`src/hdl/lsq_pkg.sv`:
```
package lsq_pkg;

    // ----------------------------------------------------------
    // Sizes
    // ----------------------------------------------------------
    localparam int LQ_SIZE   = 8;
    // Entry index, also used as the cache tag
    localparam int LQ_IDX_W  = 3;
    // Occupancy count, one wider to hold LQ_SIZE
    localparam int LQ_CNT_W  = 4;
    localparam int SB_SIZE   = 4;
    localparam int SB_IDX_W  = 2;
    localparam int SB_CNT_W  = 3;
    localparam int ADDR_W    = 16;
    localparam int DATA_W    = 32;
    localparam int ROB_IDX_W = 5;
    localparam int MEM_WORDS = 256;
    localparam int MEM_IDX_W = 8;
    // Cycles from cache accept to response pulse
    localparam int DC_LATENCY = 2;
    // Reset content of word i is i ^ key
    localparam logic [DATA_W-1:0] MEM_INIT_KEY = 32'hA5C3_0000;

    typedef enum logic [1:0] {
        BYTE,
        HALF,
        WORD
    } mem_size_e;

    typedef struct packed {
        logic                 valid;
        logic [ADDR_W-1:0]    addr;
        mem_size_e            size;
        logic [ROB_IDX_W-1:0] rob_idx;
        logic                 data_valid;
        logic [DATA_W-1:0]    data;
        // Sent to the cache, response still pending
        logic                 issued;
    } lq_entry_t;

    // Lane select and zero extension of a loaded word
    function automatic logic [DATA_W-1:0] align_load(input logic [DATA_W-1:0] word,
                                                     input logic [1:0] offset,
                                                     input mem_size_e size);
        logic [DATA_W-1:0] shifted;
        shifted = word >> {offset, 3'b000};
        case (size)
            BYTE:    return {{(DATA_W-8){1'b0}}, shifted[7:0]};
            HALF:    return {{(DATA_W-16){1'b0}}, shifted[15:0]};
            default: return shifted;
        endcase
    endfunction

endpackage
```
`src/hdl/store_buffer.sv`:
```
`timescale 1ns/1ps

module store_buffer (
    input  logic                          clock,
    input  logic                          reset,
    // Word stores from dispatch
    input  logic                          st_valid_i,
    input  logic [lsq_pkg::ADDR_W-1:0]    st_addr_i,
    input  logic [lsq_pkg::DATA_W-1:0]    st_data_i,
    output logic                          st_full_o,
    input  logic                          release_i,
    // Forwarding lookup
    input  logic [lsq_pkg::ADDR_W-1:0]    query_addr_i,
    input  lsq_pkg::mem_size_e            query_size_i,
    input  logic                          query_valid_i,
    output logic                          hit_o,
    output logic [lsq_pkg::DATA_W-1:0]    data_o,
    // Write port into cache memory
    output logic                          mem_we_o,
    output logic [lsq_pkg::ADDR_W-1:0]    mem_addr_o,
    output logic [lsq_pkg::DATA_W-1:0]    mem_data_o
);

    logic [lsq_pkg::ADDR_W-1:0]   sb_addr [lsq_pkg::SB_SIZE];
    logic [lsq_pkg::DATA_W-1:0]   sb_data [lsq_pkg::SB_SIZE];
    logic [lsq_pkg::SB_IDX_W-1:0] head;
    logic [lsq_pkg::SB_IDX_W-1:0] tail;
    logic [lsq_pkg::SB_CNT_W-1:0] count;

    logic                         push;
    logic                         pop;
    logic                         found;
    logic [lsq_pkg::DATA_W-1:0]   found_data;

    assign st_full_o = (count == lsq_pkg::SB_SIZE);
    assign push      = st_valid_i && !st_full_o;
    assign pop       = release_i && (count != '0);

    // ----------------------------------------------------------
    // Youngest matching word
    // ----------------------------------------------------------
    always_comb begin
        logic [lsq_pkg::SB_IDX_W-1:0] idx;
        found      = 1'b0;
        found_data = '0;
        idx        = tail;
        // Age 1 is the entry just behind tail
        for (int i = 1; i <= lsq_pkg::SB_SIZE; i++) begin
            idx = tail - i[lsq_pkg::SB_IDX_W-1:0];
            if (!found && (i <= int'(count)) &&
                (sb_addr[idx][lsq_pkg::ADDR_W-1:2] == query_addr_i[lsq_pkg::ADDR_W-1:2])) begin
                found      = 1'b1;
                found_data = sb_data[idx];
            end
        end
    end

    assign hit_o  = query_valid_i && found;
    assign data_o = lsq_pkg::align_load(found_data, query_addr_i[1:0], query_size_i);

    // Oldest store goes out on release
    assign mem_we_o   = pop;
    assign mem_addr_o = sb_addr[head];
    assign mem_data_o = sb_data[head];

    always_ff @(posedge clock) begin
        if (reset) begin
            head  <= '0;
            tail  <= '0;
            count <= '0;
        end else begin
            if (push) tail <= tail + 1'b1;
            if (pop)  head <= head + 1'b1;
            count <= count + {{(lsq_pkg::SB_CNT_W-1){1'b0}}, push}
                           - {{(lsq_pkg::SB_CNT_W-1){1'b0}}, pop};
        end
    end

    // Store payload
    always_ff @(posedge clock) begin
        if (push) begin
            sb_addr[tail] <= st_addr_i;
            sb_data[tail] <= st_data_i;
        end
    end

endmodule

```
`config.mk`:
```
export PLATFORM = sky130hd
export DESIGN_NAME = store_buffer
export DESIGN_NICKNAME = d
export VERILOG_FILES = /design/src/hdl/lsq_pkg.sv /design/src/hdl/store_buffer.sv
export SDC_FILE = /design/constraint.sdc
export NUM_CORES = 1
export LEC_CHECK = 0
export BUFFER_PORTS_ARGS = -buffer_cell sky130_fd_sc_hd__buf_2
export CORE_MARGIN = 8
export CORE_UTILIZATION = 65
export CTS_CLUSTER_SIZE = 20
export DETAILED_ROUTE_END_ITERATION = 7
export GPL_ROUTABILITY_DRIVEN = 1
export PLACE_DENSITY = 0.87
export SLEW_MARGIN = 20
export SYNTH_ARGS = -nofsm -noshare
export SYNTH_HDL_FRONTEND = slang
export SYNTH_SLANG_ARGS = --single-unit
```
`constraint.sdc`:
```
create_clock -name clock -period 10.6 [get_ports clock]
set_input_delay 1.06 -clock clock [delete_from_list [all_inputs] [get_ports clock]]
set_output_delay 1.06 -clock clock [all_outputs]
set_load 0.05 [all_outputs]
```
==> impl_metrics.env, run 1 <==
export IMPL_run_status="completed"
export IMPL_avgSynthCellArea_um2=15.3
export IMPL_finalCritPeriodShare=0.769
export IMPL_syn_num_nets=1030
export IMPL_clk_path_buf_depth=3
export IMPL_cp_num_buf_inv=4
export IMPL_die_height_um=166
export IMPL_ys_seq_elements=203
export IMPL_num_vias=10714
export IMPL_ys_seq_area_frac=0.411
export IMPL_cts_made_buffers=22
export IMPL_ys_types=81
export IMPL_crit_family="buffers and inverters"
export IMPL_fmax_ghz=0.123
export IMPL_coreArea_mm2=0.0219
export IMPL_drt_initial_drc_count=1492
export IMPL_fin_tns_setup_ns=0
export IMPL_drv_cap=0
export IMPL_vdd_drop_max_v=0.000224
export IMPL_vias_per_cell=7.95
export IMPL_worst_pin_slew_ns=1.04
export IMPL_fillers=1326
export IMPL_clock_root_buffer="clkbuf_16"
export IMPL_drive_gt1_frac=0.428
export IMPL_hp_class="reg2reg"
export IMPL_worstPathRequired_ns=9.54
export IMPL_wl_per_cell_um=30.3
export IMPL_hpwl_um=26400
export IMPL_crit_type="reg2out"
export IMPL_clk_latency_ns=0.53
export IMPL_synth_edff_count=192
export IMPL_antenna_found_initial=8
export IMPL_rsz0062_at_grt="no"
export IMPL_finalHoldViolCount=0
export IMPL_track_usage=0.289
export IMPL_drt_pass1_iter_count=8
export IMPL_hold_buffers=0
export IMPL_netlist_instances=949
export IMPL_die_w_um=166
export IMPL_gp_congestion=0.952
export IMPL_nets=1129
export IMPL_grt_pass1_vias=10486
export IMPL_clk_pin_slew_worst_paths_ns=0.06
export IMPL_slew_headroom=0.307
export IMPL_routed_wirelength_um=40900
export IMPL_final_common_cell="mux4_2"
export IMPL_detail_route_antenna_nets=0
export IMPL_post_cts_buffers=0
export IMPL_final_cell_mix="mux4_2 (217), edfxtp_1 (192), buf_2 (153)"
export IMPL_total_power_mw=3.63
export IMPL_cts_sinks=203
export IMPL_setup_viol=0
export IMPL_port_buffers=153
export IMPL_cts_tree="done"
export IMPL_p_per_area_mw_per_mm2=224
export IMPL_p_leak_nw=5.18
export IMPL_cts_resized=0
export IMPL_overflow=0
export IMPL_cts_max_level=1
export IMPL_finalMaxSlewViolations=0
export IMPL_grt_pass1_wl_um=63400
export IMPL_period_needed_ns=8.15
export IMPL_crit_chain="clkinv_1, ha_4, buf_4, mux4_2, xor2_1, or4_1, a21oi_4, and2_1, nor3_4, buf_8, a221oi_1, a31oi_1, mux2_2, buf_2"
export IMPL_cp_slowest_stage_delay_ns=0.92
export IMPL_drc_errors=0
export IMPL_ios=154
export IMPL_ys_flop_type="edfxtp_1"
export IMPL_crit_path_max_fanout=50
export IMPL_layout_area_overhead_vs_synth_pct=11.2
export IMPL_initial_core_util=0.665
export IMPL_grt_max_degree=60
export IMPL_die_area_mm2=0.0274
export IMPL_async_flop_share=0
export IMPL_syn_area_mm2=0.0145
export IMPL_cp_start_kind="flop"
export IMPL_rows=54
export IMPL_endpoint_kind="output pin"
export IMPL_finClkSkew_ns=0.0127
export IMPL_ys_warn_count=0
export IMPL_cpMaxStageDelayCell="ha_4"
export IMPL_crit_arrival_ns=7.09
==> cells in the mapped netlist, types with 18 or more instances <==
master	number	share of area
xnor2_1	39	0.023
buf_1	21	0.0054
a21oi_1	36	0.012
nand3_1	30	0.010
buf_2	25	0.0086
nand2_1	22	0.0057
inv_1	18	0.0046
mux2i_1	36	0.025
clkbuf_1	28	0.0072
xor2_1	23	0.014
edfxtp_1	192	0.40
nor2_1	50	0.013
mux4_2	217	0.34
==> worst paths after layout <==
kind	endpoint	slack, ns	startpoint	cells past startpoint
max	data_o[4]	2.45	tail[0]$_SDFFE_PP0P_	14
min	flop	0.53	head[1]$_SDFFE_PP0P_	2
max reg2reg	sb_data[1][24]$_DFFE_PP_	7.63	tail[0]$_SDFFE_PP0P_	3
min reg2reg	flop	0.53	head[1]$_SDFFE_PP0P_	2
==> per-stage QoR <==
step                      setup slack (ns)   util  area [µm²]  cells  hold slack, ns
after floorplan                       4.89      -       14500    949           0.485
after global placement                3.22  0.700       15300   1303           0.506
after detailed placement              3.01  0.700       15300   1303           0.515
after CTS                             2.41  0.738       16100   1341           0.530
after global routing                  2.11  0.739       16200   1347           0.560
final                                 2.45  0.739       16200   1348           0.525
==> sequential cells by signal (all words and copies together), names as in the netlist, named ones only <==
name and count:
count 3, head 2, sb_addr 64, sb_data 128
tail 2
==> where the power goes <==
| group | total (mW) | internal, mW | switching, mW |
|---|---|---|---|
| Combinational | 1.63 | 0.682 | 0.943 |
| Clock | 0.884 | 0.564 | 0.321 |
| Sequential | 1.12 | 0.987 | 0.131 |
| Total | 3.63 | 2.23 | 1.39 |
==> per-layer routing <==
layer,routed length (µm),global-route usage,vias up
met4,1820,0.122,6
li1,-,-,4244
met5,32,0,-
met1,14500,0.389,5352
met2,19300,0.449,951
met3,5150,0.0674,161
==> cells by family after synthesis <==
logic type	after synthesis	share of synthesized area
multiplexers	260	0.366
flip-flops	203	0.411
AND/OR/NAND/NOR	159	0.0590
AO/OA/AOI/OAI	147	0.0810
buffers and inverters	108	0.0360
XOR/XNOR	62	0.0373
adder cells (fa/ha/maj)	10	0.00912
==> worst reg2reg max path: cells and delay by family (launching register included) <==
kind / cells / cell delay (ns)
adders and majority gates: 1 / 0.29
buffers and inverters: 1 / 0.82
DFF: 1 / 0.76
and+or+nand+nor: 1 / 0.69
==> cell type report <==
cell class | instances | area [µm²] | area share
Clock inverter | 13 | 244 | 0.0151
Multi-Input combinational cell | 638 | 8060 | 0.498
Timing Repair Buffer | 163 | 848 | 0.0524
Tap cell | 280 | 350 | 0.0217
Antenna cell | 6 | 15.0 | 0.000928
Inverter | 20 | 75.1 | 0.00464
Clock buffer | 25 | 583 | 0.0360
Sequential cell | 203 | 6000 | 0.371
Power figures use the tool's default switching activity.
==> run 2: changes to the inputs <==
- CORE_UTILIZATION: 65 -> 55
- PLACE_DENSITY: 0.87 -> 0.78
- clock period: 10.6 -> 7.05 ns (I/O delays scaled with it)
==> impl_metrics.env, run 2 (synthesis gave the netlist of run 1 again) <==
export IMPL_dp_cells=1361
export IMPL_fin_cells=1407
export IMPL_cts_max_level=1
export IMPL_die_height_um=179
export IMPL_grt_pass1_vias=10298
export IMPL_overflow=0
export IMPL_clk_pin_slew_worst_paths_ns=0.06
export IMPL_antenna_found_initial=4
export IMPL_grt_max_degree=59
export IMPL_endpoint_kind="output pin"
export IMPL_finClkSkew_ns=0.0313
export IMPL_largest_reg_flops=128
export IMPL_num_vias=10431
export IMPL_clk_latency_ns=0.54
export IMPL_detail_route_antenna_nets=0
export IMPL_rows=59
export IMPL_slew_headroom=0.313
export IMPL_die_area_mm2=0.0319
export IMPL_final_common_cell="mux4_2"
export IMPL_track_usage=0.256
export IMPL_clock_root_buffer="clkbuf_16"
export IMPL_p_int_mw=3.16
export IMPL_coreArea_mm2=0.0260
export IMPL_largest_register="sb_data"
export IMPL_nets=1132
export IMPL_drc_errors=0
export IMPL_worstPathRequired_ns=6.34
export IMPL_clkPwrFrac=0.217
export IMPL_top_regs="sb_data x128, sb_addr x64, count x3"
export IMPL_wl_per_cell_um=29.2
export IMPL_initial_core_util=0.560
export IMPL_finalMaxSlewViolations=0
export IMPL_worst_pin_slew_ns=1.03
export IMPL_crit_arrival_ns=5.93
export IMPL_cts_resized=0
export IMPL_p_sw_mw=2.08
export IMPL_layout_area_overhead_vs_synth_pct=10.9
export IMPL_hold_buffers=0
export IMPL_gp_congestion=0.972
export IMPL_finalCritPeriodShare=0.941
export IMPL_p_per_area_mw_per_mm2=325
export IMPL_clk_path_buf_depth=3
export IMPL_vdd_drop_max_v=0.000355
export IMPL_crit_type="reg2out"
export IMPL_drt_pass1_iter_count=8
export IMPL_period_needed_ns=6.63
export IMPL_vias_per_cell=7.41
export IMPL_post_cts_buffers=0
export IMPL_cp_start_kind="flop"
export IMPL_p_leak_nw=5.13
export IMPL_cts_tree="done"
export IMPL_run_status="completed"
export IMPL_crit_path_max_fanout=40
export IMPL_die_w_um=179
export IMPL_ios=154
export IMPL_drive_gt1_frac=0.428
export IMPL_hpwl_um=26900
export IMPL_fmax_ghz=0.151
export IMPL_drt_initial_drc_count=1451
export IMPL_setup_viol=0
export IMPL_fin_tns_setup_ns=0
export IMPL_pwr_share_comb=0.458
export IMPL_routed_wirelength_um=41100
export IMPL_fillers=1890
export IMPL_finalHoldViolCount=0
export IMPL_switching_share=0.397
export IMPL_pwr_share_seq=0.326
export IMPL_cts_made_buffers=23
export IMPL_port_buffers=153
export IMPL_cts_sinks=203
export IMPL_drv_cap=0
export IMPL_final_cell_mix="mux4_2 (217), edfxtp_1 (192), buf_2 (153)"
export IMPL_hp_class="in2reg"
export IMPL_rsz0062_at_grt="no"
export IMPL_grt_pass1_wl_um=62900
run 2: area by class of cell:
cell class | instances | area [µm²] | area share
antenna | 4 | 10.0 | 0.000620
multi-input combinational | 638 | 8060 | 0.500
clock inverter | 12 | 103 | 0.00636
inverter | 20 | 75.1 | 0.00465
clock buffer | 30 | 612 | 0.0379
tap | 335 | 419 | 0.0260
timing repair buffer | 165 | 856 | 0.0530
sequential | 203 | 6000 | 0.372
run 2: path summary, 6_finish.rpt:
| kind | slack, ns | to | start | depth (start not counted) |
|---|---|---|---|---|
| worst min register to register | 0.54 | head[1]$_SDFFE_PP0P_ | head[1]$_SDFFE_PP0P_ | 2 |
| worst max-delay path | 0.42 | data_o[4] | tail[0]$_SDFFE_PP0P_ | 13 |
| worst min-delay path | 0.39 | sb_data[1][17]$_DFFE_PP_ | st_data_i[17] | 1 |
| worst max register to register | 4.19 | sb_data[3][26]$_DFFE_PP_ | tail[0]$_SDFFE_PP0P_ | 3 |
run 2: critical path, cell delays in order (launching register included):
cell and delay [ns]:
dfxtp_4 0.77, clkinv_1 0.28, ha_4 0.64, mux4_2 0.40, xor2_1 0.16, or4_1 0.70
a21oi_4 0.21, and2_1 0.60, nor3_4 0.23, buf_4 0.28, a221oi_1 0.49, mux2i_1 0.12
mux2_2 0.28, buf_2 0.22
run 2: metrics by stage:
stage	util	worst slack, ns	hold WS, ns	total power, mW	area (µm²)
after floorplan	-	1.69	0.485	3.58	14500
after global placement	0.593	1.13	0.503	4.08	15400
after detailed placement	0.593	0.939	0.533	4.11	15400
after CTS	0.621	0.392	0.372	5.26	16100
after global routing	0.621	0.0792	0.380	5.44	16100
final	0.621	0.417	0.386	5.24	16100
run 2: power groups by stage:
stage                     Sequential, mW  Clock [mW]  Combinational, mW
after global routing                1.73        1.19               2.52
final                               1.71        1.14               2.40
after global placement              1.71           0               2.37
after detailed placement            1.73           0               2.38
after CTS                           1.70        1.15               2.40
after floorplan                     1.59           0               1.99
run 2: layer usage:
layer | vias up | GRT usage | wire (µm)
li1 | 4244 | - | -
met3 | 110 | 0.0586 | 4710
met5 | - | 0 | 12
met4 | 2 | 0.0992 | 1500
met2 | 770 | 0.400 | 19700
met1 | 5305 | 0.347 | 15100
