### config.mk
export PLATFORM = sky130hd
export DESIGN_NAME = load_queue_flat
export DESIGN_NICKNAME = d
export VERILOG_FILES = /design/src/hdl/lsq_pkg.sv /design/src/hdl/lsq_if.sv /design/src/hdl/load_queue.sv /design/src/flat_wrapper.sv
export SDC_FILE = /design/constraint.sdc
export NUM_CORES = 2
export LEC_CHECK = 0
export ABC_AREA = 1
export BUFFER_PORTS_ARGS = -buffer_cell sky130_fd_sc_hd__buf_2
export CAP_MARGIN = 30
export CORE_AREA = 3 3 444 446
export CTS_CLUSTER_SIZE = 40
export DETAILED_ROUTE_END_ITERATION = 6
export DIE_AREA = 0 0 447 449
export PLACE_DENSITY = 0.41
export RECOVER_POWER = 50
export SETUP_SLACK_MARGIN = 0.2
export SYNTH_ARGS = -nofsm -noshare
export SYNTH_HDL_FRONTEND = slang
export SYNTH_SLANG_ARGS = --single-unit
### constraint.sdc
create_clock -name clock -period 6.75 [get_ports clock]
set_input_delay 0.3375 -clock clock [delete_from_list [all_inputs] [get_ports clock]]
set_output_delay 0.3375 -clock clock [all_outputs]
set_load 0.01 [all_outputs]
### src/hdl/lsq_pkg.sv
package lsq_pkg;

    // ----------------------------------------------------------
    // Sizes
    // ----------------------------------------------------------
    localparam int LQ_SIZE   = 8;
    // Entry index, also used as the cache tag
    localparam int LQ_IDX_W  = 3;
    // Occupancy count, one wider to hold LQ_SIZE
    localparam int LQ_CNT_W  = 4;
    localparam int SB_SIZE   = 4;
    localparam int SB_IDX_W  = 2;
    localparam int SB_CNT_W  = 3;
    localparam int ADDR_W    = 16;
    localparam int DATA_W    = 32;
    localparam int ROB_IDX_W = 5;
    localparam int MEM_WORDS = 256;
    localparam int MEM_IDX_W = 8;
    // Cycles from cache accept to response pulse
    localparam int DC_LATENCY = 2;
    // Reset content of word i is i ^ key
    localparam logic [DATA_W-1:0] MEM_INIT_KEY = 32'hA5C3_0000;

    typedef enum logic [1:0] {
        BYTE,
        HALF,
        WORD
    } mem_size_e;

    typedef struct packed {
        logic                 valid;
        logic [ADDR_W-1:0]    addr;
        mem_size_e            size;
        logic [ROB_IDX_W-1:0] rob_idx;
        logic                 data_valid;
        logic [DATA_W-1:0]    data;
        // Sent to the cache, response still pending
        logic                 issued;
    } lq_entry_t;

    // Lane select and zero extension of a loaded word
    function automatic logic [DATA_W-1:0] align_load(input logic [DATA_W-1:0] word,
                                                     input logic [1:0] offset,
                                                     input mem_size_e size);
        logic [DATA_W-1:0] shifted;
        shifted = word >> {offset, 3'b000};
        case (size)
            BYTE:    return {{(DATA_W-8){1'b0}}, shifted[7:0]};
            HALF:    return {{(DATA_W-16){1'b0}}, shifted[15:0]};
            default: return shifted;
        endcase
    endfunction

endpackage
### src/hdl/lsq_if.sv
`timescale 1ns/1ps

// Load queue to data cache port
interface dcache_if;
    logic                         req_valid;
    logic [lsq_pkg::ADDR_W-1:0]   req_addr;
    lsq_pkg::mem_size_e           req_size;
    logic [lsq_pkg::LQ_IDX_W-1:0] req_tag;
    logic                         req_accept;
    logic                         resp_valid;
    logic [lsq_pkg::DATA_W-1:0]   resp_data;
    logic [lsq_pkg::LQ_IDX_W-1:0] resp_tag;

    modport master(output req_valid, req_addr, req_size, req_tag,
                   input req_accept, resp_valid, resp_data, resp_tag);
    modport slave(input req_valid, req_addr, req_size, req_tag,
                  output req_accept, resp_valid, resp_data, resp_tag);
endinterface

// Live queue state out, saved copy back
interface ckpt_if;
    lsq_pkg::lq_entry_t [lsq_pkg::LQ_SIZE-1:0] q_entries;
    logic [lsq_pkg::LQ_IDX_W-1:0]              q_head;
    logic [lsq_pkg::LQ_IDX_W-1:0]              q_tail;
    logic [lsq_pkg::LQ_CNT_W-1:0]              q_count;
    lsq_pkg::lq_entry_t [lsq_pkg::LQ_SIZE-1:0] s_entries;
    logic [lsq_pkg::LQ_IDX_W-1:0]              s_head;
    logic [lsq_pkg::LQ_IDX_W-1:0]              s_tail;
    logic [lsq_pkg::LQ_CNT_W-1:0]              s_count;

    modport queue(output q_entries, q_head, q_tail, q_count,
                  input s_entries, s_head, s_tail, s_count);
    modport store(input q_entries, q_head, q_tail, q_count,
                  output s_entries, s_head, s_tail, s_count);
endinterface

### src/hdl/load_queue.sv
`timescale 1ns/1ps

module load_queue (
    input  logic                              clock,
    input  logic                              reset,
    // Dispatch
    input  logic                              enq_valid_i,
    input  logic [lsq_pkg::ADDR_W-1:0]        enq_addr_i,
    input  lsq_pkg::mem_size_e                enq_size_i,
    input  logic [lsq_pkg::ROB_IDX_W-1:0]     enq_rob_idx_i,
    output logic                              full_o,
    output logic                              empty_o,
    // Store buffer forwarding query
    output logic [lsq_pkg::ADDR_W-1:0]        fwd_query_addr_o,
    output lsq_pkg::mem_size_e                fwd_query_size_o,
    output logic                              fwd_query_valid_o,
    input  logic                              fwd_hit_i,
    input  logic [lsq_pkg::DATA_W-1:0]        fwd_data_i,
    dcache_if.master                          dc,
    // Commit and writeback
    input  logic                              rob_commit_valid_i,
    input  logic [lsq_pkg::ROB_IDX_W-1:0]     rob_commit_idx_i,
    output logic                              wb_valid_o,
    output logic [lsq_pkg::ROB_IDX_W-1:0]     wb_rob_idx_o,
    output logic [lsq_pkg::DATA_W-1:0]        wb_data_o,
    ckpt_if.queue                             ckpt,
    input  logic                              restore_i
);

    lsq_pkg::lq_entry_t [lsq_pkg::LQ_SIZE-1:0] entries;
    logic [lsq_pkg::LQ_IDX_W-1:0]              head;
    logic [lsq_pkg::LQ_IDX_W-1:0]              tail;
    logic [lsq_pkg::LQ_CNT_W-1:0]              count;

    logic                         cand_found;
    logic [lsq_pkg::LQ_IDX_W-1:0] cand_idx;
    logic                         enq_fire;
    logic                         commit_fire;

    assign full_o  = (count == lsq_pkg::LQ_SIZE);
    assign empty_o = (count == '0);

    assign enq_fire    = enq_valid_i && !full_o;
    // Only the head may retire, and only on its own reorder tag
    assign commit_fire = rob_commit_valid_i && entries[head].valid &&
                         (rob_commit_idx_i == entries[head].rob_idx);

    // ----------------------------------------------------------
    // Oldest load still waiting for data
    // ----------------------------------------------------------
    always_comb begin
        logic [lsq_pkg::LQ_IDX_W-1:0] scan_idx;
        cand_found = 1'b0;
        cand_idx   = '0;
        scan_idx   = head;
        // Walk from head toward tail, first hit wins
        for (int i = 0; i < lsq_pkg::LQ_SIZE; i++) begin
            scan_idx = head + i[lsq_pkg::LQ_IDX_W-1:0];
            if (!cand_found && entries[scan_idx].valid &&
                !entries[scan_idx].data_valid && !entries[scan_idx].issued) begin
                cand_found = 1'b1;
                cand_idx   = scan_idx;
            end
        end
    end

    // Same candidate feeds forwarding and cache
    assign fwd_query_valid_o = cand_found;
    assign fwd_query_addr_o  = entries[cand_idx].addr;
    assign fwd_query_size_o  = entries[cand_idx].size;

    // Cache only sees the load when no store covers it
    assign dc.req_valid = cand_found && !fwd_hit_i;
    assign dc.req_addr  = entries[cand_idx].addr;
    assign dc.req_size  = entries[cand_idx].size;
    assign dc.req_tag   = cand_idx;

    // ----------------------------------------------------------
    // Queue state
    // ----------------------------------------------------------
    always_ff @(posedge clock) begin
        if (reset) begin
            head       <= '0;
            tail       <= '0;
            count      <= '0;
            wb_valid_o <= 1'b0;
            for (int i = 0; i < lsq_pkg::LQ_SIZE; i++) begin
                entries[i].valid      <= 1'b0;
                entries[i].data_valid <= 1'b0;
                entries[i].issued     <= 1'b0;
            end
        end else if (restore_i) begin
            // Mispredict, whole queue comes back from the checkpoint
            entries    <= ckpt.s_entries;
            head       <= ckpt.s_head;
            tail       <= ckpt.s_tail;
            count      <= ckpt.s_count;
            wb_valid_o <= 1'b0;
        end else begin
            wb_valid_o <= commit_fire && entries[head].data_valid;
            // New load at tail
            if (enq_fire) begin
                entries[tail] <= '{valid: 1'b1, addr: enq_addr_i, size: enq_size_i,
                                   rob_idx: enq_rob_idx_i, data_valid: 1'b0,
                                   data: '0, issued: 1'b0};
                tail <= tail + 1'b1;
            end
            // Forwarded store data lands directly
            if (cand_found && fwd_hit_i) begin
                entries[cand_idx].data       <= fwd_data_i;
                entries[cand_idx].data_valid <= 1'b1;
            end
            // Request taken by the cache
            if (dc.req_valid && dc.req_accept) begin
                entries[cand_idx].issued <= 1'b1;
            end
            // Response names its entry by tag
            if (dc.resp_valid) begin
                entries[dc.resp_tag].data       <= dc.resp_data;
                entries[dc.resp_tag].data_valid <= 1'b1;
                entries[dc.resp_tag].issued     <= 1'b0;
            end
            // Retire head
            if (commit_fire) begin
                entries[head].valid      <= 1'b0;
                entries[head].data_valid <= 1'b0;
                entries[head].issued     <= 1'b0;
                head <= head + 1'b1;
            end
            count <= count + {{(lsq_pkg::LQ_CNT_W-1){1'b0}}, enq_fire}
                           - {{(lsq_pkg::LQ_CNT_W-1){1'b0}}, commit_fire};
        end
    end

    // Writeback payload, qualified by wb_valid_o
    always_ff @(posedge clock) begin
        if (commit_fire) begin
            wb_rob_idx_o <= entries[head].rob_idx;
            wb_data_o    <= entries[head].data;
        end
    end

    // Live state to the checkpoint block
    assign ckpt.q_entries = entries;
    assign ckpt.q_head    = head;
    assign ckpt.q_tail    = tail;
    assign ckpt.q_count   = count;

endmodule

### src/flat_wrapper.sv
// flat-port wrapper written by rule: the top's interface ports become plain ports
module load_queue_flat 
  (clock, reset, enq_valid_i, enq_addr_i, enq_size_i, enq_rob_idx_i, full_o, empty_o, fwd_query_addr_o, fwd_query_size_o, fwd_query_valid_o, fwd_hit_i, fwd_data_i, rob_commit_valid_i, rob_commit_idx_i, wb_valid_o, wb_rob_idx_o, wb_data_o, restore_i, dc_req_valid, dc_req_addr, dc_req_size, dc_req_tag, dc_req_accept, dc_resp_valid, dc_resp_data, dc_resp_tag, ckpt_q_entries, ckpt_q_head, ckpt_q_tail, ckpt_q_count, ckpt_s_entries, ckpt_s_head, ckpt_s_tail, ckpt_s_count);
  dcache_if dc_i ();
  ckpt_if ckpt_i ();
  input  logic clock;
  input  logic reset;
  input  logic enq_valid_i;
  input  logic [lsq_pkg::ADDR_W-1:0] enq_addr_i;
  input  lsq_pkg::mem_size_e enq_size_i;
  input  logic [lsq_pkg::ROB_IDX_W-1:0] enq_rob_idx_i;
  output logic full_o;
  output logic empty_o;
  output logic [lsq_pkg::ADDR_W-1:0] fwd_query_addr_o;
  output lsq_pkg::mem_size_e fwd_query_size_o;
  output logic fwd_query_valid_o;
  input  logic fwd_hit_i;
  input  logic [lsq_pkg::DATA_W-1:0] fwd_data_i;
  input  logic rob_commit_valid_i;
  input  logic [lsq_pkg::ROB_IDX_W-1:0] rob_commit_idx_i;
  output logic wb_valid_o;
  output logic [lsq_pkg::ROB_IDX_W-1:0] wb_rob_idx_o;
  output logic [lsq_pkg::DATA_W-1:0] wb_data_o;
  input  logic restore_i;
  output wire logic [$bits(dc_i.req_valid)-1:0] dc_req_valid;
  output wire logic [$bits(dc_i.req_addr)-1:0] dc_req_addr;
  output wire logic [$bits(dc_i.req_size)-1:0] dc_req_size;
  output wire logic [$bits(dc_i.req_tag)-1:0] dc_req_tag;
  input wire logic [$bits(dc_i.req_accept)-1:0] dc_req_accept;
  input wire logic [$bits(dc_i.resp_valid)-1:0] dc_resp_valid;
  input wire logic [$bits(dc_i.resp_data)-1:0] dc_resp_data;
  input wire logic [$bits(dc_i.resp_tag)-1:0] dc_resp_tag;
  output wire logic [$bits(ckpt_i.q_entries)-1:0] ckpt_q_entries;
  output wire logic [$bits(ckpt_i.q_head)-1:0] ckpt_q_head;
  output wire logic [$bits(ckpt_i.q_tail)-1:0] ckpt_q_tail;
  output wire logic [$bits(ckpt_i.q_count)-1:0] ckpt_q_count;
  input wire logic [$bits(ckpt_i.s_entries)-1:0] ckpt_s_entries;
  input wire logic [$bits(ckpt_i.s_head)-1:0] ckpt_s_head;
  input wire logic [$bits(ckpt_i.s_tail)-1:0] ckpt_s_tail;
  input wire logic [$bits(ckpt_i.s_count)-1:0] ckpt_s_count;
  assign dc_req_valid = dc_i.req_valid;
  assign dc_req_addr = dc_i.req_addr;
  assign dc_req_size = dc_i.req_size;
  assign dc_req_tag = dc_i.req_tag;
  assign dc_i.req_accept = dc_req_accept;
  assign dc_i.resp_valid = dc_resp_valid;
  assign dc_i.resp_data = dc_resp_data;
  assign dc_i.resp_tag = dc_resp_tag;
  assign ckpt_q_entries = ckpt_i.q_entries;
  assign ckpt_q_head = ckpt_i.q_head;
  assign ckpt_q_tail = ckpt_i.q_tail;
  assign ckpt_q_count = ckpt_i.q_count;
  assign ckpt_i.s_entries = ckpt_s_entries;
  assign ckpt_i.s_head = ckpt_s_head;
  assign ckpt_i.s_tail = ckpt_s_tail;
  assign ckpt_i.s_count = ckpt_s_count;
  load_queue u_core (.clock(clock), .reset(reset), .enq_valid_i(enq_valid_i), .enq_addr_i(enq_addr_i), .enq_size_i(enq_size_i), .enq_rob_idx_i(enq_rob_idx_i), .full_o(full_o), .empty_o(empty_o), .fwd_query_addr_o(fwd_query_addr_o), .fwd_query_size_o(fwd_query_size_o), .fwd_query_valid_o(fwd_query_valid_o), .fwd_hit_i(fwd_hit_i), .fwd_data_i(fwd_data_i), .dc(dc_i), .rob_commit_valid_i(rob_commit_valid_i), .rob_commit_idx_i(rob_commit_idx_i), .wb_valid_o(wb_valid_o), .wb_rob_idx_o(wb_rob_idx_o), .wb_data_o(wb_data_o), .ckpt(ckpt_i), .restore_i(restore_i));
endmodule
==> flow_metrics.env <==
export IMPL_post_place_ws_ns=0.983
export IMPL_syn2layout_area_growth_pct=40.9
export IMPL_end_kind="flop"
export IMPL_tightest_slew_ns=3.57
export IMPL_avgRoutedWirePerCell_um=30.6
export IMPL_cts_setup_buffers=0
export IMPL_arrival_ns=6.47
export IMPL_critPathKind="in2reg"
export IMPL_violations="max-capacitance violations, max-slew violations"
export IMPL_drive_gt1_share_pct=13.9
export IMPL_start_util_pct=18.3
export IMPL_final_core_util_pct=25.8
export IMPL_final_cells=9090
export IMPL_io_pins=1132
export IMPL_dp_cells=8465
export IMPL_yosys_warnings=0
export IMPL_leakage_nw=22.6
export IMPL_avgViaCountPerCell=4.84
export IMPL_cp_data_required_time_ns=6.92
export IMPL_grt_overflow_total=0
export IMPL_cpMaxStageDelayCell="inv_1"
export IMPL_finalSetupViolCount=0
export IMPL_fp_dieArea_sq_mm=0.201
export IMPL_cts_buffers_inserted=78
export IMPL_final_antenna_net_count=0
export IMPL_cp_start_kind="input pin"
export IMPL_fmax_ghz=0.159
export IMPL_h_tree_depth=3
export IMPL_rows=161
export IMPL_fillers=21800
export IMPL_irDropWorstVdd_mv=0.172
export IMPL_yosysUniqueCellTypes=42
export IMPL_timing_setup_tns_ns=0
export IMPL_crit_fanout=128
export IMPL_path_clk_slew_ns=0.06
export IMPL_grt_pass1_vias=41400
export IMPL_numClockSinks=512
export IMPL_dp_hpwl_um=201000
export IMPL_vias=44000
export IMPL_seq_area_frac_synth_pct=42.5
export IMPL_drt_iter0_markers=5390
export IMPL_design_area_sq_mm=0.0498
export IMPL_firstDrtPassIters=6
export IMPL_place_area_sq_mm=0.0433
export IMPL_power_density_mw_per_mm2=267
export IMPL_fp_dieW_um=447
export IMPL_die_h_um=449
export IMPL_drv_cap=2
export IMPL_slew_viol_final=110
export IMPL_min_period_over_period_pct=93.4
export IMPL_ys_ff_latch=512
export IMPL_synth_edf_count=477
export IMPL_syn_area_per_cell_sq_um=6.90
export IMPL_cts_root_buf="clkbuf_16"
export IMPL_crit_path_max_incr_delay_ns=2.69
export IMPL_port_buffers=1131
export IMPL_finalWorstSetupSlack_ns=0.446
export IMPL_synth_fp_nets=5718
export IMPL_finClkSkew_ns=0.0422
export IMPL_antenna_found_initial=87
export IMPL_clock_path_buffers=3
export IMPL_status="finished, violations left"
export IMPL_hold_viol=0
export IMPL_synth_flop_cell="edfxtp_1"
export IMPL_grt_pass1_wl_um=367000
export IMPL_netlist_instances=5127
export IMPL_slew_headroom_pct=-138
export IMPL_period_needed_ns=6.30
export IMPL_drc=0
export IMPL_hold_ws_ns=0.0283
export IMPL_async_flop_share_pct=0
export IMPL_wirelength_um=278000
export IMPL_cts_tree="done"
export IMPL_synth_area_sq_mm=0.0354
export IMPL_clk_latency_ns=0.72
export IMPL_core_sq_mm=0.193
export IMPL_power_total_mw=13.3
export IMPL_crit_chain="buf_2 > clkbuf_1 > inv_1 > buf_12"
export IMPL_grtUsageTotal_pct=26.5
export IMPL_rrSetupSlack_ns=0.97
export IMPL_fin_nets=7056
export IMPL_hold_class="in2reg"
export IMPL_gp_congestion=0.950
export IMPL_grt_max_degree=163
export IMPL_rsz0062_at_grt="no"
## worst max-delay path: cells and delay by family
kind / cells / cell delay (ns)
buffers and inverters: 4 / 5.61
## worst paths after layout
path | start | to | cells after the start
min reg2reg | u_core.ckpt.q_tail[2]$_SDFFE_PP0N_ | u_core.ckpt.q_tail[2]$_SDFFE_PP0N_ | 2
max | reset | u_core.ckpt.q_entries[423]$_DFFE_PN_ | 4
max reg2reg | u_core.ckpt.q_head[1]$_SDFFE_PP0P_ | u_core.ckpt.q_entries[127]$_DFFE_PN_ | 23
min | ckpt_s_entries[7] | u_core.ckpt.q_entries[7]$_DFFE_PN_ | 3
## area by class of cell
cell class / count / area (sq um) / area share [%]
timing repair buffer: 1672 / 10400 / 20.8
clock buffer: 100 / 2170 / 4.36
antenna: 33 / 82.6 / 0.166
clock inverter: 46 / 438 / 0.879
sequential: 512 / 15000 / 30.2
tap: 2526 / 3160 / 6.34
multi-input combinational: 3635 / 16400 / 32.9
inverter: 566 / 2150 / 4.32
## registers in the layout (all words and copies together) (netlist names)
register,flops
u_core.ckpt.q_entries,464
u_core.wb_data_o,32
u_core.wb_rob_idx_o,5
u_core.ckpt.q_count,4
u_core.ckpt.q_head,3
u_core.ckpt.q_tail,3
u_core.wb_valid_o,1
## cells in the mapped netlist (all sizes together), types with 3 or more instances
| library cell | number | area, sq um |
|---|---|---|
| o21ai | 593 | 2980 |
| a221oi | 33 | 289 |
| o22ai | 5 | 31.3 |
| clkbuf | 219 | 822 |
| nand3 | 379 | 1980 |
| nand2 | 1768 | 6670 |
| a21oi | 224 | 1120 |
| buf | 195 | 1160 |
| nor2 | 427 | 1710 |
| edfxtp | 477 | 14300 |
| dfxtp | 35 | 701 |
| o221ai | 4 | 35.0 |
| nand4 | 140 | 916 |
| xnor2 | 4 | 35.0 |
| clkinv | 5 | 18.8 |
| xor2 | 3 | 26.3 |
| a31oi | 36 | 225 |
| inv | 561 | 2110 |
| ha | 13 | 163 |
## layout by cell type, fill, tap and decap left out, types with 6 or more instances in the layout
master         synthesis  final
nand3_2               10     10
ha_1                  13     13
nor2_4                 5     13
o21ai_1               40     40
edfxtp_1             477    477
clkinv_2               0     11
clkbuf_16              0     83
nand4_1              135    135
nand3_1              366    366
dlygate4sd3_1          0    443
nor2_1               415    407
a21oi_4                0      8
o21ai_0              552    552
a21oi_1              224    216
a31oi_1               36     36
nand2_1             1762   1762
buf_12                 0      7
buf_2                105    621
dfxtp_1               35     34
diode_2                0     33
a221oi_1              33     33
clkbuf_1             219    525
inv_2                  8     13
inv_1                551    545
clkinv_1               5     20
buf_4                 51     82
bufinv_16              0      6
## layer usage
| metal | vias to the layer above | routed length [um] | global-route usage [%] |
|---|---|---|---|
| met4 | 10 | 16200 | 13.3 |
| li1 | 19400 | - | - |
| met1 | 21500 | 119000 | 35.8 |
| met2 | 2482 | 121000 | 40.3 |
| met3 | 553 | 21600 | 4.67 |
| met5 | - | 70 | 0 |
## where the power goes
group          switching (mW)  total [mW]  internal, mW
Clock                    1.87        4.39          2.52
Combinational            3.54        4.87          1.33
Sequential              0.248        4.05          3.80
## cells by family after synthesis
logic type	after synthesis	synth area share, %
flip-flops	512	42.5
adder cells (fa/ha/maj)	14	0.516
AO/OA/AOI/OAI	896	13.3
AND/OR/NAND/NOR	2718	32.0
buffers and inverters	980	11.6
XOR/XNOR	7	0.173
## repair_timing
item / CTS / global route
resized for setup: 0 / 2
hold buffers: 443 / 0
endpoints found under the hold margin: 440 / 0
setup endpoints to repair: 0 / 20
Note: power is estimated with default switching activity, not from simulation.
