`src/hdl/lsq_pkg.sv`:
```
package lsq_pkg;

    // ----------------------------------------------------------
    // Sizes
    // ----------------------------------------------------------
    localparam int LQ_SIZE   = 8;
    // Entry index, also used as the cache tag
    localparam int LQ_IDX_W  = 3;
    // Occupancy count, one wider to hold LQ_SIZE
    localparam int LQ_CNT_W  = 4;
    localparam int SB_SIZE   = 4;
    localparam int SB_IDX_W  = 2;
    localparam int SB_CNT_W  = 3;
    localparam int ADDR_W    = 16;
    localparam int DATA_W    = 32;
    localparam int ROB_IDX_W = 5;
    localparam int MEM_WORDS = 256;
    localparam int MEM_IDX_W = 8;
    // Cycles from cache accept to response pulse
    localparam int DC_LATENCY = 2;
    // Reset content of word i is i ^ key
    localparam logic [DATA_W-1:0] MEM_INIT_KEY = 32'hA5C3_0000;

    typedef enum logic [1:0] {
        BYTE,
        HALF,
        WORD
    } mem_size_e;

    typedef struct packed {
        logic                 valid;
        logic [ADDR_W-1:0]    addr;
        mem_size_e            size;
        logic [ROB_IDX_W-1:0] rob_idx;
        logic                 data_valid;
        logic [DATA_W-1:0]    data;
        // Sent to the cache, response still pending
        logic                 issued;
    } lq_entry_t;

    // Lane select and zero extension of a loaded word
    function automatic logic [DATA_W-1:0] align_load(input logic [DATA_W-1:0] word,
                                                     input logic [1:0] offset,
                                                     input mem_size_e size);
        logic [DATA_W-1:0] shifted;
        shifted = word >> {offset, 3'b000};
        case (size)
            BYTE:    return {{(DATA_W-8){1'b0}}, shifted[7:0]};
            HALF:    return {{(DATA_W-16){1'b0}}, shifted[15:0]};
            default: return shifted;
        endcase
    endfunction

endpackage
```
`src/hdl/lsq_if.sv`:
```


// Live queue state out, saved copy back
interface ckpt_if;
    lsq_pkg::lq_entry_t [lsq_pkg::LQ_SIZE-1:0] q_entries;
    logic [lsq_pkg::LQ_IDX_W-1:0]              q_head;
    logic [lsq_pkg::LQ_IDX_W-1:0]              q_tail;
    logic [lsq_pkg::LQ_CNT_W-1:0]              q_count;
    lsq_pkg::lq_entry_t [lsq_pkg::LQ_SIZE-1:0] s_entries;
    logic [lsq_pkg::LQ_IDX_W-1:0]              s_head;
    logic [lsq_pkg::LQ_IDX_W-1:0]              s_tail;
    logic [lsq_pkg::LQ_CNT_W-1:0]              s_count;

    modport queue(output q_entries, q_head, q_tail, q_count,
                  input s_entries, s_head, s_tail, s_count);
    modport store(input q_entries, q_head, q_tail, q_count,
                  output s_entries, s_head, s_tail, s_count);
endinterface

```
`src/hdl/lq_checkpoint.sv`:
```
`timescale 1ns/1ps

module lq_checkpoint (
    input  logic   clock,
    input  logic   reset,
    input  logic   branch_i,
    ckpt_if.store  ckpt
);

    // Single saved copy of the load queue
    lsq_pkg::lq_entry_t [lsq_pkg::LQ_SIZE-1:0] saved_entries;
    logic [lsq_pkg::LQ_IDX_W-1:0]              saved_head;
    logic [lsq_pkg::LQ_IDX_W-1:0]              saved_tail;
    logic [lsq_pkg::LQ_CNT_W-1:0]              saved_count;

    // ----------------------------------------------------------
    // Capture on branch dispatch
    // ----------------------------------------------------------
    always_ff @(posedge clock) begin
        if (reset) begin
            saved_head  <= '0;
            saved_tail  <= '0;
            saved_count <= '0;
            // Restore before any branch yields an empty queue
            for (int i = 0; i < lsq_pkg::LQ_SIZE; i++) begin
                saved_entries[i].valid      <= 1'b0;
                saved_entries[i].data_valid <= 1'b0;
                saved_entries[i].issued     <= 1'b0;
            end
        end else if (branch_i) begin
            // Issued loads keep issued set here, their response may be lost on restore
            saved_entries <= ckpt.q_entries;
            saved_head    <= ckpt.q_head;
            saved_tail    <= ckpt.q_tail;
            saved_count   <= ckpt.q_count;
        end
    end

    // Saved copy always on the bus, queue picks it up on restore
    assign ckpt.s_entries = saved_entries;
    assign ckpt.s_head    = saved_head;
    assign ckpt.s_tail    = saved_tail;
    assign ckpt.s_count   = saved_count;

endmodule

```
`src/flat_wrapper.sv`:
```
// flat-port wrapper written by rule: the top's interface ports become plain ports
module lq_checkpoint_flat 
  (clock, reset, branch_i, ckpt_q_entries, ckpt_q_head, ckpt_q_tail, ckpt_q_count, ckpt_s_entries, ckpt_s_head, ckpt_s_tail, ckpt_s_count);
  ckpt_if ckpt_i ();
  input  logic clock;
  input  logic reset;
  input  logic branch_i;
  input wire logic [$bits(ckpt_i.q_entries)-1:0] ckpt_q_entries;
  input wire logic [$bits(ckpt_i.q_head)-1:0] ckpt_q_head;
  input wire logic [$bits(ckpt_i.q_tail)-1:0] ckpt_q_tail;
  input wire logic [$bits(ckpt_i.q_count)-1:0] ckpt_q_count;
  output wire logic [$bits(ckpt_i.s_entries)-1:0] ckpt_s_entries;
  output wire logic [$bits(ckpt_i.s_head)-1:0] ckpt_s_head;
  output wire logic [$bits(ckpt_i.s_tail)-1:0] ckpt_s_tail;
  output wire logic [$bits(ckpt_i.s_count)-1:0] ckpt_s_count;
  assign ckpt_i.q_entries = ckpt_q_entries;
  assign ckpt_i.q_head = ckpt_q_head;
  assign ckpt_i.q_tail = ckpt_q_tail;
  assign ckpt_i.q_count = ckpt_q_count;
  assign ckpt_s_entries = ckpt_i.s_entries;
  assign ckpt_s_head = ckpt_i.s_head;
  assign ckpt_s_tail = ckpt_i.s_tail;
  assign ckpt_s_count = ckpt_i.s_count;
  lq_checkpoint u_core (.clock(clock), .reset(reset), .branch_i(branch_i), .ckpt(ckpt_i));
endmodule
```
`config.mk`:
```
export PLATFORM = sky130hd
export DESIGN_NAME = lq_checkpoint_flat
export DESIGN_NICKNAME = d
export VERILOG_FILES = /design/src/hdl/lsq_pkg.sv /design/src/hdl/lsq_if.sv /design/src/hdl/lq_checkpoint.sv /design/src/flat_wrapper.sv
export SDC_FILE = /design/constraint.sdc
export NUM_CORES = 1
export LEC_CHECK = 0
export ABC_AREA = 0
export BUFFER_PORTS_ARGS = -buffer_cell sky130_fd_sc_hd__buf_2
export CAP_MARGIN = 20
export CORE_AREA = 2 2 366 368
export CTS_CLUSTER_DIAMETER = 120
export DETAILED_ROUTE_END_ITERATION = 7
export DIE_AREA = 0 0 368 370
export SYNTH_ARGS = -nofsm -noshare
export SYNTH_HDL_FRONTEND = slang
export SYNTH_SLANG_ARGS = --single-unit
```
`constraint.sdc`:
```
create_clock -name clock -period 25.3 [get_ports clock]
set_input_delay 5.06 -clock clock [delete_from_list [all_inputs] [get_ports clock]]
set_output_delay 5.06 -clock clock [all_outputs]
set_load 0.005 [all_outputs]
```
==> results of run 1 <==
## stage by stage
stage / total power [W] / instances / setup WS [ns]
floorplan: 0.000981 / 551 / 7.96
global placement: 0.00111 / 3268 / 15.77
detailed placement: 0.00111 / 3268 / 15.65
CTS: 0.00201 / 3379 / 16.42
global route: 0.00204 / 3405 / 16.12
finish: 0.00197 / 3428 / 16.39
## power by group through the flow
stage,Combinational [W],Clock (W),Sequential (W)
after floorplan,0.0000172,0,0.000964
after global placement,0.000162,0,0.000946
after detailed placement,0.000163,0,0.000947
after CTS,0.000164,0.000917,0.000932
after global routing,0.000163,0.000944,0.000936
final,0.000154,0.000886,0.000931
## synthesized netlist by cell type, drive strengths merged
cell	count	share of area, %
buf	6	0.56
clkbuf	2	0.052
dfxtp	34	4.7
edfxtp	440	91
mux2i	34	2.4
nor2	34	0.88
nor2b	1	0.043
## worst min path at each step
stage,to,cells after the start,slack [ns],from
floorplan,u_core.ckpt.s_entries[0],2,0.48,u_core.ckpt.s_entries[0]
global placement,u_core.ckpt.s_entries[115],2,0.48,u_core.ckpt.s_entries[115]
detailed placement,u_core.ckpt.s_entries[232],2,0.48,u_core.ckpt.s_entries[232]
CTS,u_core.ckpt.s_entries[232],2,0.50,u_core.ckpt.s_entries[232]
global route,u_core.ckpt.s_entries[232],2,0.51,u_core.ckpt.s_entries[232]
finish,u_core.ckpt.s_entries[289],2,0.49,u_core.ckpt.s_entries[289]
## cell type report
type	instances	area, sq um
Sequential cell	474	13900
Tap cell	1768	2210
Multi-Input combinational cell	69	482
Fill cell	14600	109000
Antenna cell	49	123
Clock buffer	82	1740
Timing Repair Buffer	957	4820
Clock inverter	29	280
## cell families after synthesis
kind of cell | after synthesis
buffers and inverters | 8
flip-flops | 474
multiplexers | 34
AND/OR/NAND/NOR | 35
## flip-flops by register name (all words and copies together), names as in the netlist
register and flops:
u_core.ckpt.s_count 4, u_core.ckpt.s_head 3, u_core.ckpt.s_entries 464, u_core.ckpt.s_tail 3
## routing by layer
metal | up-vias | track usage, % | part of all wire (%)
met5 | - | 0 | 1.4
met4 | 236 | 3.43 | 2.5
met3 | 326 | 13.0 | 19
met2 | 846 | 22.7 | 43
met1 | 4951 | 16.3 | 34
li1 | 4299 | - | -
## worst reg2reg max path, cell delays in order (launching register included)
cell and delay [ns]:
sky130_fd_sc_hd__dfxtp_1 0.35, sky130_fd_sc_hd__mux2i_1 0.15, sky130_fd_sc_hd__nor2_1 0.05
==> results.md, run 1 <==
Run status:
- The flow ran to the end, and the final reports show no timing, DRC or antenna violations.

Synth:
- The portion of synthesized area spent on multiplexers is between 2 and 2.5%.
- In this run, distinct cell masters in the synthesized netlist total 9.
- The average footprint of a synthesized cell is between 20 and 30 sq um.
- The number of nets produced by synthesis is between 1000 and 1500.
- The compound-cell area share of the yosys netlist is 0%.
- Of the total synthesized cell area, the portion taken by AND, OR, NAND and NOR gates is less than 1%.
- The count of mapped cells out of synthesis is 551.
- The cell area after synthesis is about 14000 sq um.
- The sequential element share of the synthesized area is between 90% and 100%.
- The main combinational cell family by area after synthesis is multiplexers.
- The number of storage elements in the synthesis netlist is about 470.
- The post-synthesis xor/xnor area fraction is 0%.
- The warning count from the yosys run is 0.
- The fraction of the mapped netlist area in adder cells is 0%.

Power:
- Summed over all cells, the static leakage comes to about 9.5 nW.
- The internal power consumption is 0.00150 W.
- The worst voltage drop across the vdd grid is between 50 and 60 uV.
- Summed over all nets, the switching power comes to ~0.00047 W.
- Of the total power, the share spent switching nets is 24.0%.
- The part of the power in registers is ~47%.
- The combinational group share of total power is 7.8%.
- The clock network fraction of design power is between 40% and 50%.
- In this run the power density over the cells is about 84 nW/um^2.

Worst setup path:
- The endpoint identified for the worst register-to-register timing path is u_core.ckpt.s_count[1].
- Counting buffers and inverters, the worst setup path is 6 cells deep.
- In this run the worst setup path begins at branch_i.
- The maximum single-stage delay on the critical path is roughly 0.9 ns.
- Counting both buffers and inverters, the worst setup path holds a total of 5.
- The critical-path maximum fanout is slightly below 80.
- Data on the critical path arrives at its endpoint at roughly 9.2 ns.
- STA puts the critical path data required time at about 26 ns.
- The worst setup path is captured at a register.
- The top cell family by delay on the critical path is buffers and inverters.
- The worst-path cell with the longest stage delay is sky130_fd_sc_hd__buf_4.
- The worst setup path is of the in2reg kind.
- The reg-to-reg setup timing slack is ~25 ns.
- The worst register-to-register path begins at u_core.ckpt.s_count[1].
- The cell repeated most along the worst path is sky130_fd_sc_hd__buf_4.
- The critical path capture point is u_core.ckpt.s_entries[145].
- Walking the worst path, the cells encountered are buf_2 > buf_4 > nor2b_4 > buf_4 > buf_4 > buf_4.
- Counting cells, the worst reg-to-reg path comes to 2.
- The worst setup path is launched from a primary input.

Placed design:
- The final estimated routing congestion in global placement is 0.855.
- During placement, the flow inserted port buffers numbering 950.
- The detailed placer's ending HPWL is between 90 and 100 mm.
- Once placement finished, the instance area stood at between 20000 and 25000 sq um.

Clock network:
- The post-CTS resize count is 0.
- The clock-pin slew on the worst setup and hold paths is 0.06 ns.
- The clock tree synthesis step divided the H-tree into 2 levels.
- The post-CTS setup buffer count is 0.
- The clock net in this run drives a total of about 470 sinks.
- The hold buffer count at CTS is 0.
- The root buffer cell chosen for the clock tree is sky130_fd_sc_hd__clkbuf_16.
- No sink is reached through more buffers than the 3 on the longest clock path.
- In this run, CTS created clock tree buffers numbering slightly above 60.
- The TritonCTS clock tree is yes.
- The later-pin clock latency in the skew report is roughly 0.67 ns.

Timing:
- Final hold analysis gives a worst-case slack of about 0.49 ns.
- The final max-slew violation count is 0.
- The worst-case headroom to the max-slew limit is 28.2%.
- The maximum operating frequency is approximately 110 MHz.
- The time the worst path needs with I/O delays and setup is ~8.9 ns.
- The number of endpoints with negative hold slack in the final report is 0.
- The total negative slack for setup checks is 0 ns.
- For the final database, setup skew stands at 0 ns.
- At the pin with the least slew margin, the transition time is between 1 and 1.5 ns.
- The final critical path takes up 35.2% of the cycle.
- Setup violations remaining at the end of the flow were counted as 0.
- Setup repair after global routing left no endpoint under its margin.

GRT:
- The combined global-route utilization of all metal layers is 15.2%.
- The number of global-route vias before repair came to 9990.
- The global-route wire length before repair is roughly 130 mm.
- The number of antenna violations at the first check in global routing is 249.
- Summed over all layers, the global routing overflow is 0.
- Entering global routing, the biggest net connects roughly 140 pins.

Die:
- Pin placement for this block handled roughly 950 I/O pins.
- In this run the horizontal extent of the chip is approximately 370 microns.
- The die boundary height is roughly 370 microns.
- The core region is 132000 sq um.
- The initial core utilization is between 10% and 20%.
- The die area is roughly 140000 sq um.
- The floorplan has ~130 rows.

Hold path:
- In this run the worst hold path is classified as reg2reg.

Layout:
- The library cell used most frequently in the layout, excluding fill and tap cells, is sky130_fd_sc_hd__buf_2.
- The share of cells above drive strength 1 is about 65%.
- Cells fill 17.8% of the core in the end.
- The cell area after layout is 23500 sq um.
- The number of nets at the end of the flow is about 2000.
- Compared with the post-synthesis result, the final layout area differs by 62.9%.
- The top cell types in the final layout, fill and taps aside, are sky130_fd_sc_hd__buf_2, sky130_fd_sc_hd__edfxtp_1, sky130_fd_sc_hd__clkbuf_16.

Route:
- Once detail routing completed, the nets flagged for antenna violations numbered 0.
- In the final routed layout, each cell accounts on average for approximately 32 microns.
- The detailed router placed ~11000 vias in this run.
- In the routed layout, each cell is associated on average with a via count of around 3.1.
- The final routed wirelength across all metal layers is about 110 mm.
- The initial DRC count is 887.
- The DRC violation count after routing is 0.
- The first-pass detailed-route iteration total is 5.

Run:
- The tool flagged a number of max-cap violations equal to 0.
No activity file was read; power rests on OpenSTA's default activity.
==> inputs of run 2 (changes only) <==
- CORE_AREA: 2 2 366 368 -> 2 2 370 372
- DIE_AREA: 0 0 368 370 -> 0 0 372 374
- clock period: 25.3 -> 9.1 ns (I/O delays scaled with it)
==> results.md, run 2 (synthesis gave the netlist of run 1 again) <==
Clock network:
- The clock passes through at most 3 buffers.
- The number of H-tree levels is 3.
- The hold buffer count at CTS is 0.
- Buffers added to address setup during post-CTS repair amount to 0.
- The post-CTS resize count is 0.
- The tree built by TritonCTS fans out to ~470 sinks.
- The clock-pin slew on the worst setup and hold paths is 0.05 ns.
- In this run the clock root is driven by a sky130_fd_sc_hd__clkbuf_16.
- The clock reaches the later pin of the worst-skew pair after between 0.6 and 0.7 ns.
- The TritonCTS buffer count is 66.
- The TritonCTS clock tree is yes.

Power:
- The worst voltage drop across the vdd grid is between 100 and 150 uV.
- Overall power consumption after layout is estimated at ~0.0056 W.
- The analysis attributes to cell leakage a power of roughly 9.5 nW.
- The power density of the placed cells is about 240 nW/um^2.

Timing:
- Setup repair after global routing left no endpoint under its margin.
- The final setup violation count is 0.
- The worst-case headroom to the max-slew limit is between 30% and 40%.
- The worst setup slack after layout is about 5 ns.
- For the pin with the worst max-slew slack, the measured transition is between 0.9 and 1 ns.
- The final max-slew violation count came to 0.
- The largest clock skew in the final design is 0 ns.
- The time the worst path needs with I/O delays and setup is 3.98 ns.
- The number of endpoints with negative hold slack in the final report came to 0.
- The maximum operating frequency is ~250 MHz.
- The final critical path takes up 43.7% of the cycle.
- The total negative slack for setup checks is 0 ns.

Route:
- The sum of routed wire segments on met1 is approximately 36 mm.
- The final routed wirelength across all metal layers is 111 mm.
- In the final routed layout, each cell accounts on average for around 32 microns.
- The final route contains about 11000 vias.
- In the routed layout, each cell is associated on average with a via count of about 3.1.
- After detailed routing, the met2 layer carries 48.7 mm of wire.
- The remaining antenna violation count after routing is 0.
- The met3 wire length is 21.4 mm.
- The DRC violation count after routing is 0.
- The first routing iteration left approximately 790 violations.
- The first-pass detailed-route iteration total is 5.
- Signal routing reaches up to met5.

Placed design:
- The HPWL after detailed placement is between 90 and 100 mm.
- The worst slack at placement is approximately 4.4 ns.
- Counting tap cells, the placed design contains a total of roughly 3300 instances.
- Port buffering added between 900 and 1000 buffers.
- Routability-driven placement finished with a final weighted congestion of slightly above 0.8.

GRT:
- Summed over all layers, the global routing overflow is 0.
- The first global-routing pass estimated about 130 mm of wire.
- The number of global-route vias before repair is slightly above 10000.
- The number of antenna violations at the first check in global routing came to between 200 and 300.
- Global routing used between 10% and 20% of the available tracks.
- Entering global routing, the biggest net connects about 130 pins.

Worst setup path:
- The most numerous cell type found on the critical path is sky130_fd_sc_hd__buf_4.
- On the worst path, the slowest cell contributes a delay of around 0.7 ns.
- The worst setup path is launched from a primary input.
- The startpoint of the worst register-to-register path is u_core.ckpt.s_entries[58].
- Traced cell by cell, the critical path runs through buf_2 > buf_4 > nor2b_4 > buf_4 > buf_12.
- The number of cells on the worst reg-to-reg path is 2.
- The worst-path cell with the longest stage delay is sky130_fd_sc_hd__buf_4.
- The class of the most critical setup path is in2reg.
- The type of destination of the critical path is a register.
- The worst register-to-register path has a setup slack of 8.45 ns.
- The capture instance of the worst register-to-register path is u_core.ckpt.s_entries[58].
- Along the worst path, the maximum fanout reaches 130.
- For the worst setup path, the data arrival time is about 4.2 ns.
- STA puts the critical path data required time at around 9.4 ns.

Die:
- The die covers between 100000 and 150000 sq um.
- The floorplan step set the die height to 374 microns.
- The I/O pin count is about 950.
- The total area inside the core boundary comes to ~130000 sq um.
- The horizontal die dimension is 372 microns.
- The initialized floorplan defines 135 standard-cell rows.
- The initial core utilization is 10.7%.

Layout:
- Of the cells placed in the final design, the portion with a size suffix greater than 1 is between 60% and 70%.
- From synthesis to final layout, the design area changed by 64.0%.
- The final instance count without filler cells is around 3400.
- The top cell types in the final layout, fill and taps aside, are sky130_fd_sc_hd__buf_2, sky130_fd_sc_hd__edfxtp_1, sky130_fd_sc_hd__clkbuf_16.
- Cells fill between 15 and 20% of the core in the end.
- The total of fill cells in the finished design is 14800.
- The number of flip-flops under the largest register name is between 400 and 500.
- In the final design database the tool counted ~2000 nets.
- The most common library cell in the layout ignoring fill and taps is sky130_fd_sc_hd__buf_2.

Run status:
- The flow ran to the end, and the final reports show no timing, DRC or antenna violations.

Hold path:
- Along the worst hold path, the cell count comes to 2.
- The path class of the tightest hold or removal check is reg2reg.
- The worst min-delay path startpoint is u_core.ckpt.s_tail[0].
- The end of the worst hold path is u_core.ckpt.s_tail[0].

Run:
- Max-cap violations in this run came to 0.
-- run 2: cell types whose count changed in the layout (fill, tap and decap cells not counted), moves of 2 or more --
cell	change
sky130_fd_sc_hd__buf_4	-3
sky130_fd_sc_hd__clkbuf_8	-2
sky130_fd_sc_hd__inv_6	+2
sky130_fd_sc_hd__clkinv_1	+4
sky130_fd_sc_hd__buf_12	+2
sky130_fd_sc_hd__bufinv_16	+2
sky130_fd_sc_hd__diode_2	+2
sky130_fd_sc_hd__clkbuf_16	+3
-- run 2: power breakdown --
group          leakage [nW]  internal, W  switching (W)  total [W]
registers              4.41      0.00254      0.0000430    0.00259
clock network          1.03      0.00156        0.00107    0.00263
logic                  4.09     0.000171       0.000256   0.000428
total                  9.53      0.00427        0.00137    0.00565
-- run 2: per-layer routing --
| metal | up-vias | global-route usage [%] |
|---|---|---|
| met2 | 768 | 23.4 |
| met1 | 4988 | 15.2 |
| met5 | - | 0 |
| met4 | 258 | 3.82 |
| met3 | 370 | 14.0 |
| li1 | 4312 | - |
-- run 2: worst max-delay path by stage --
| stage | slack (ns) | to | from |
|---|---|---|---|
| floorplan | 0.01 | u_core.ckpt.s_entries[100] | branch_i |
| global placement | 4.47 | u_core.ckpt.s_entries[257] | branch_i |
| detailed placement | 4.43 | u_core.ckpt.s_entries[257] | branch_i |
| CTS | 5.17 | u_core.ckpt.s_entries[257] | branch_i |
| global route | 5.03 | u_core.ckpt.s_entries[257] | branch_i |
| finish | 5.12 | u_core.ckpt.s_entries[257] | branch_i |
-- run 2: cell type report --
type                    instances  area (sq um)  area share (%)
repair buffers                956          4840            20.4
clock buffers                  81          1770            7.47
well taps                    1781          2230            9.40
clock inverters                37           364            1.54
diodes                         51           128           0.538
flip-flops and latches        474         13900            58.6
multi-input cells              69           482            2.03
-- run 2: critical path, delay by kind of cell --
kind	cells	cell delay, ns
buffers and inverters	4	1.84
and+or+nand+nor	1	0.26
-- run 2: per-stage QoR --
stage	hold WS, ns	cell area [sq um]
2_1_floorplan	0.485	14500
3_3_place_gp	0.479	21400
3_5_place_dp	0.478	21400
4_1_cts	0.492	23600
5_1_grt	0.529	23600
6_report	0.488	23700
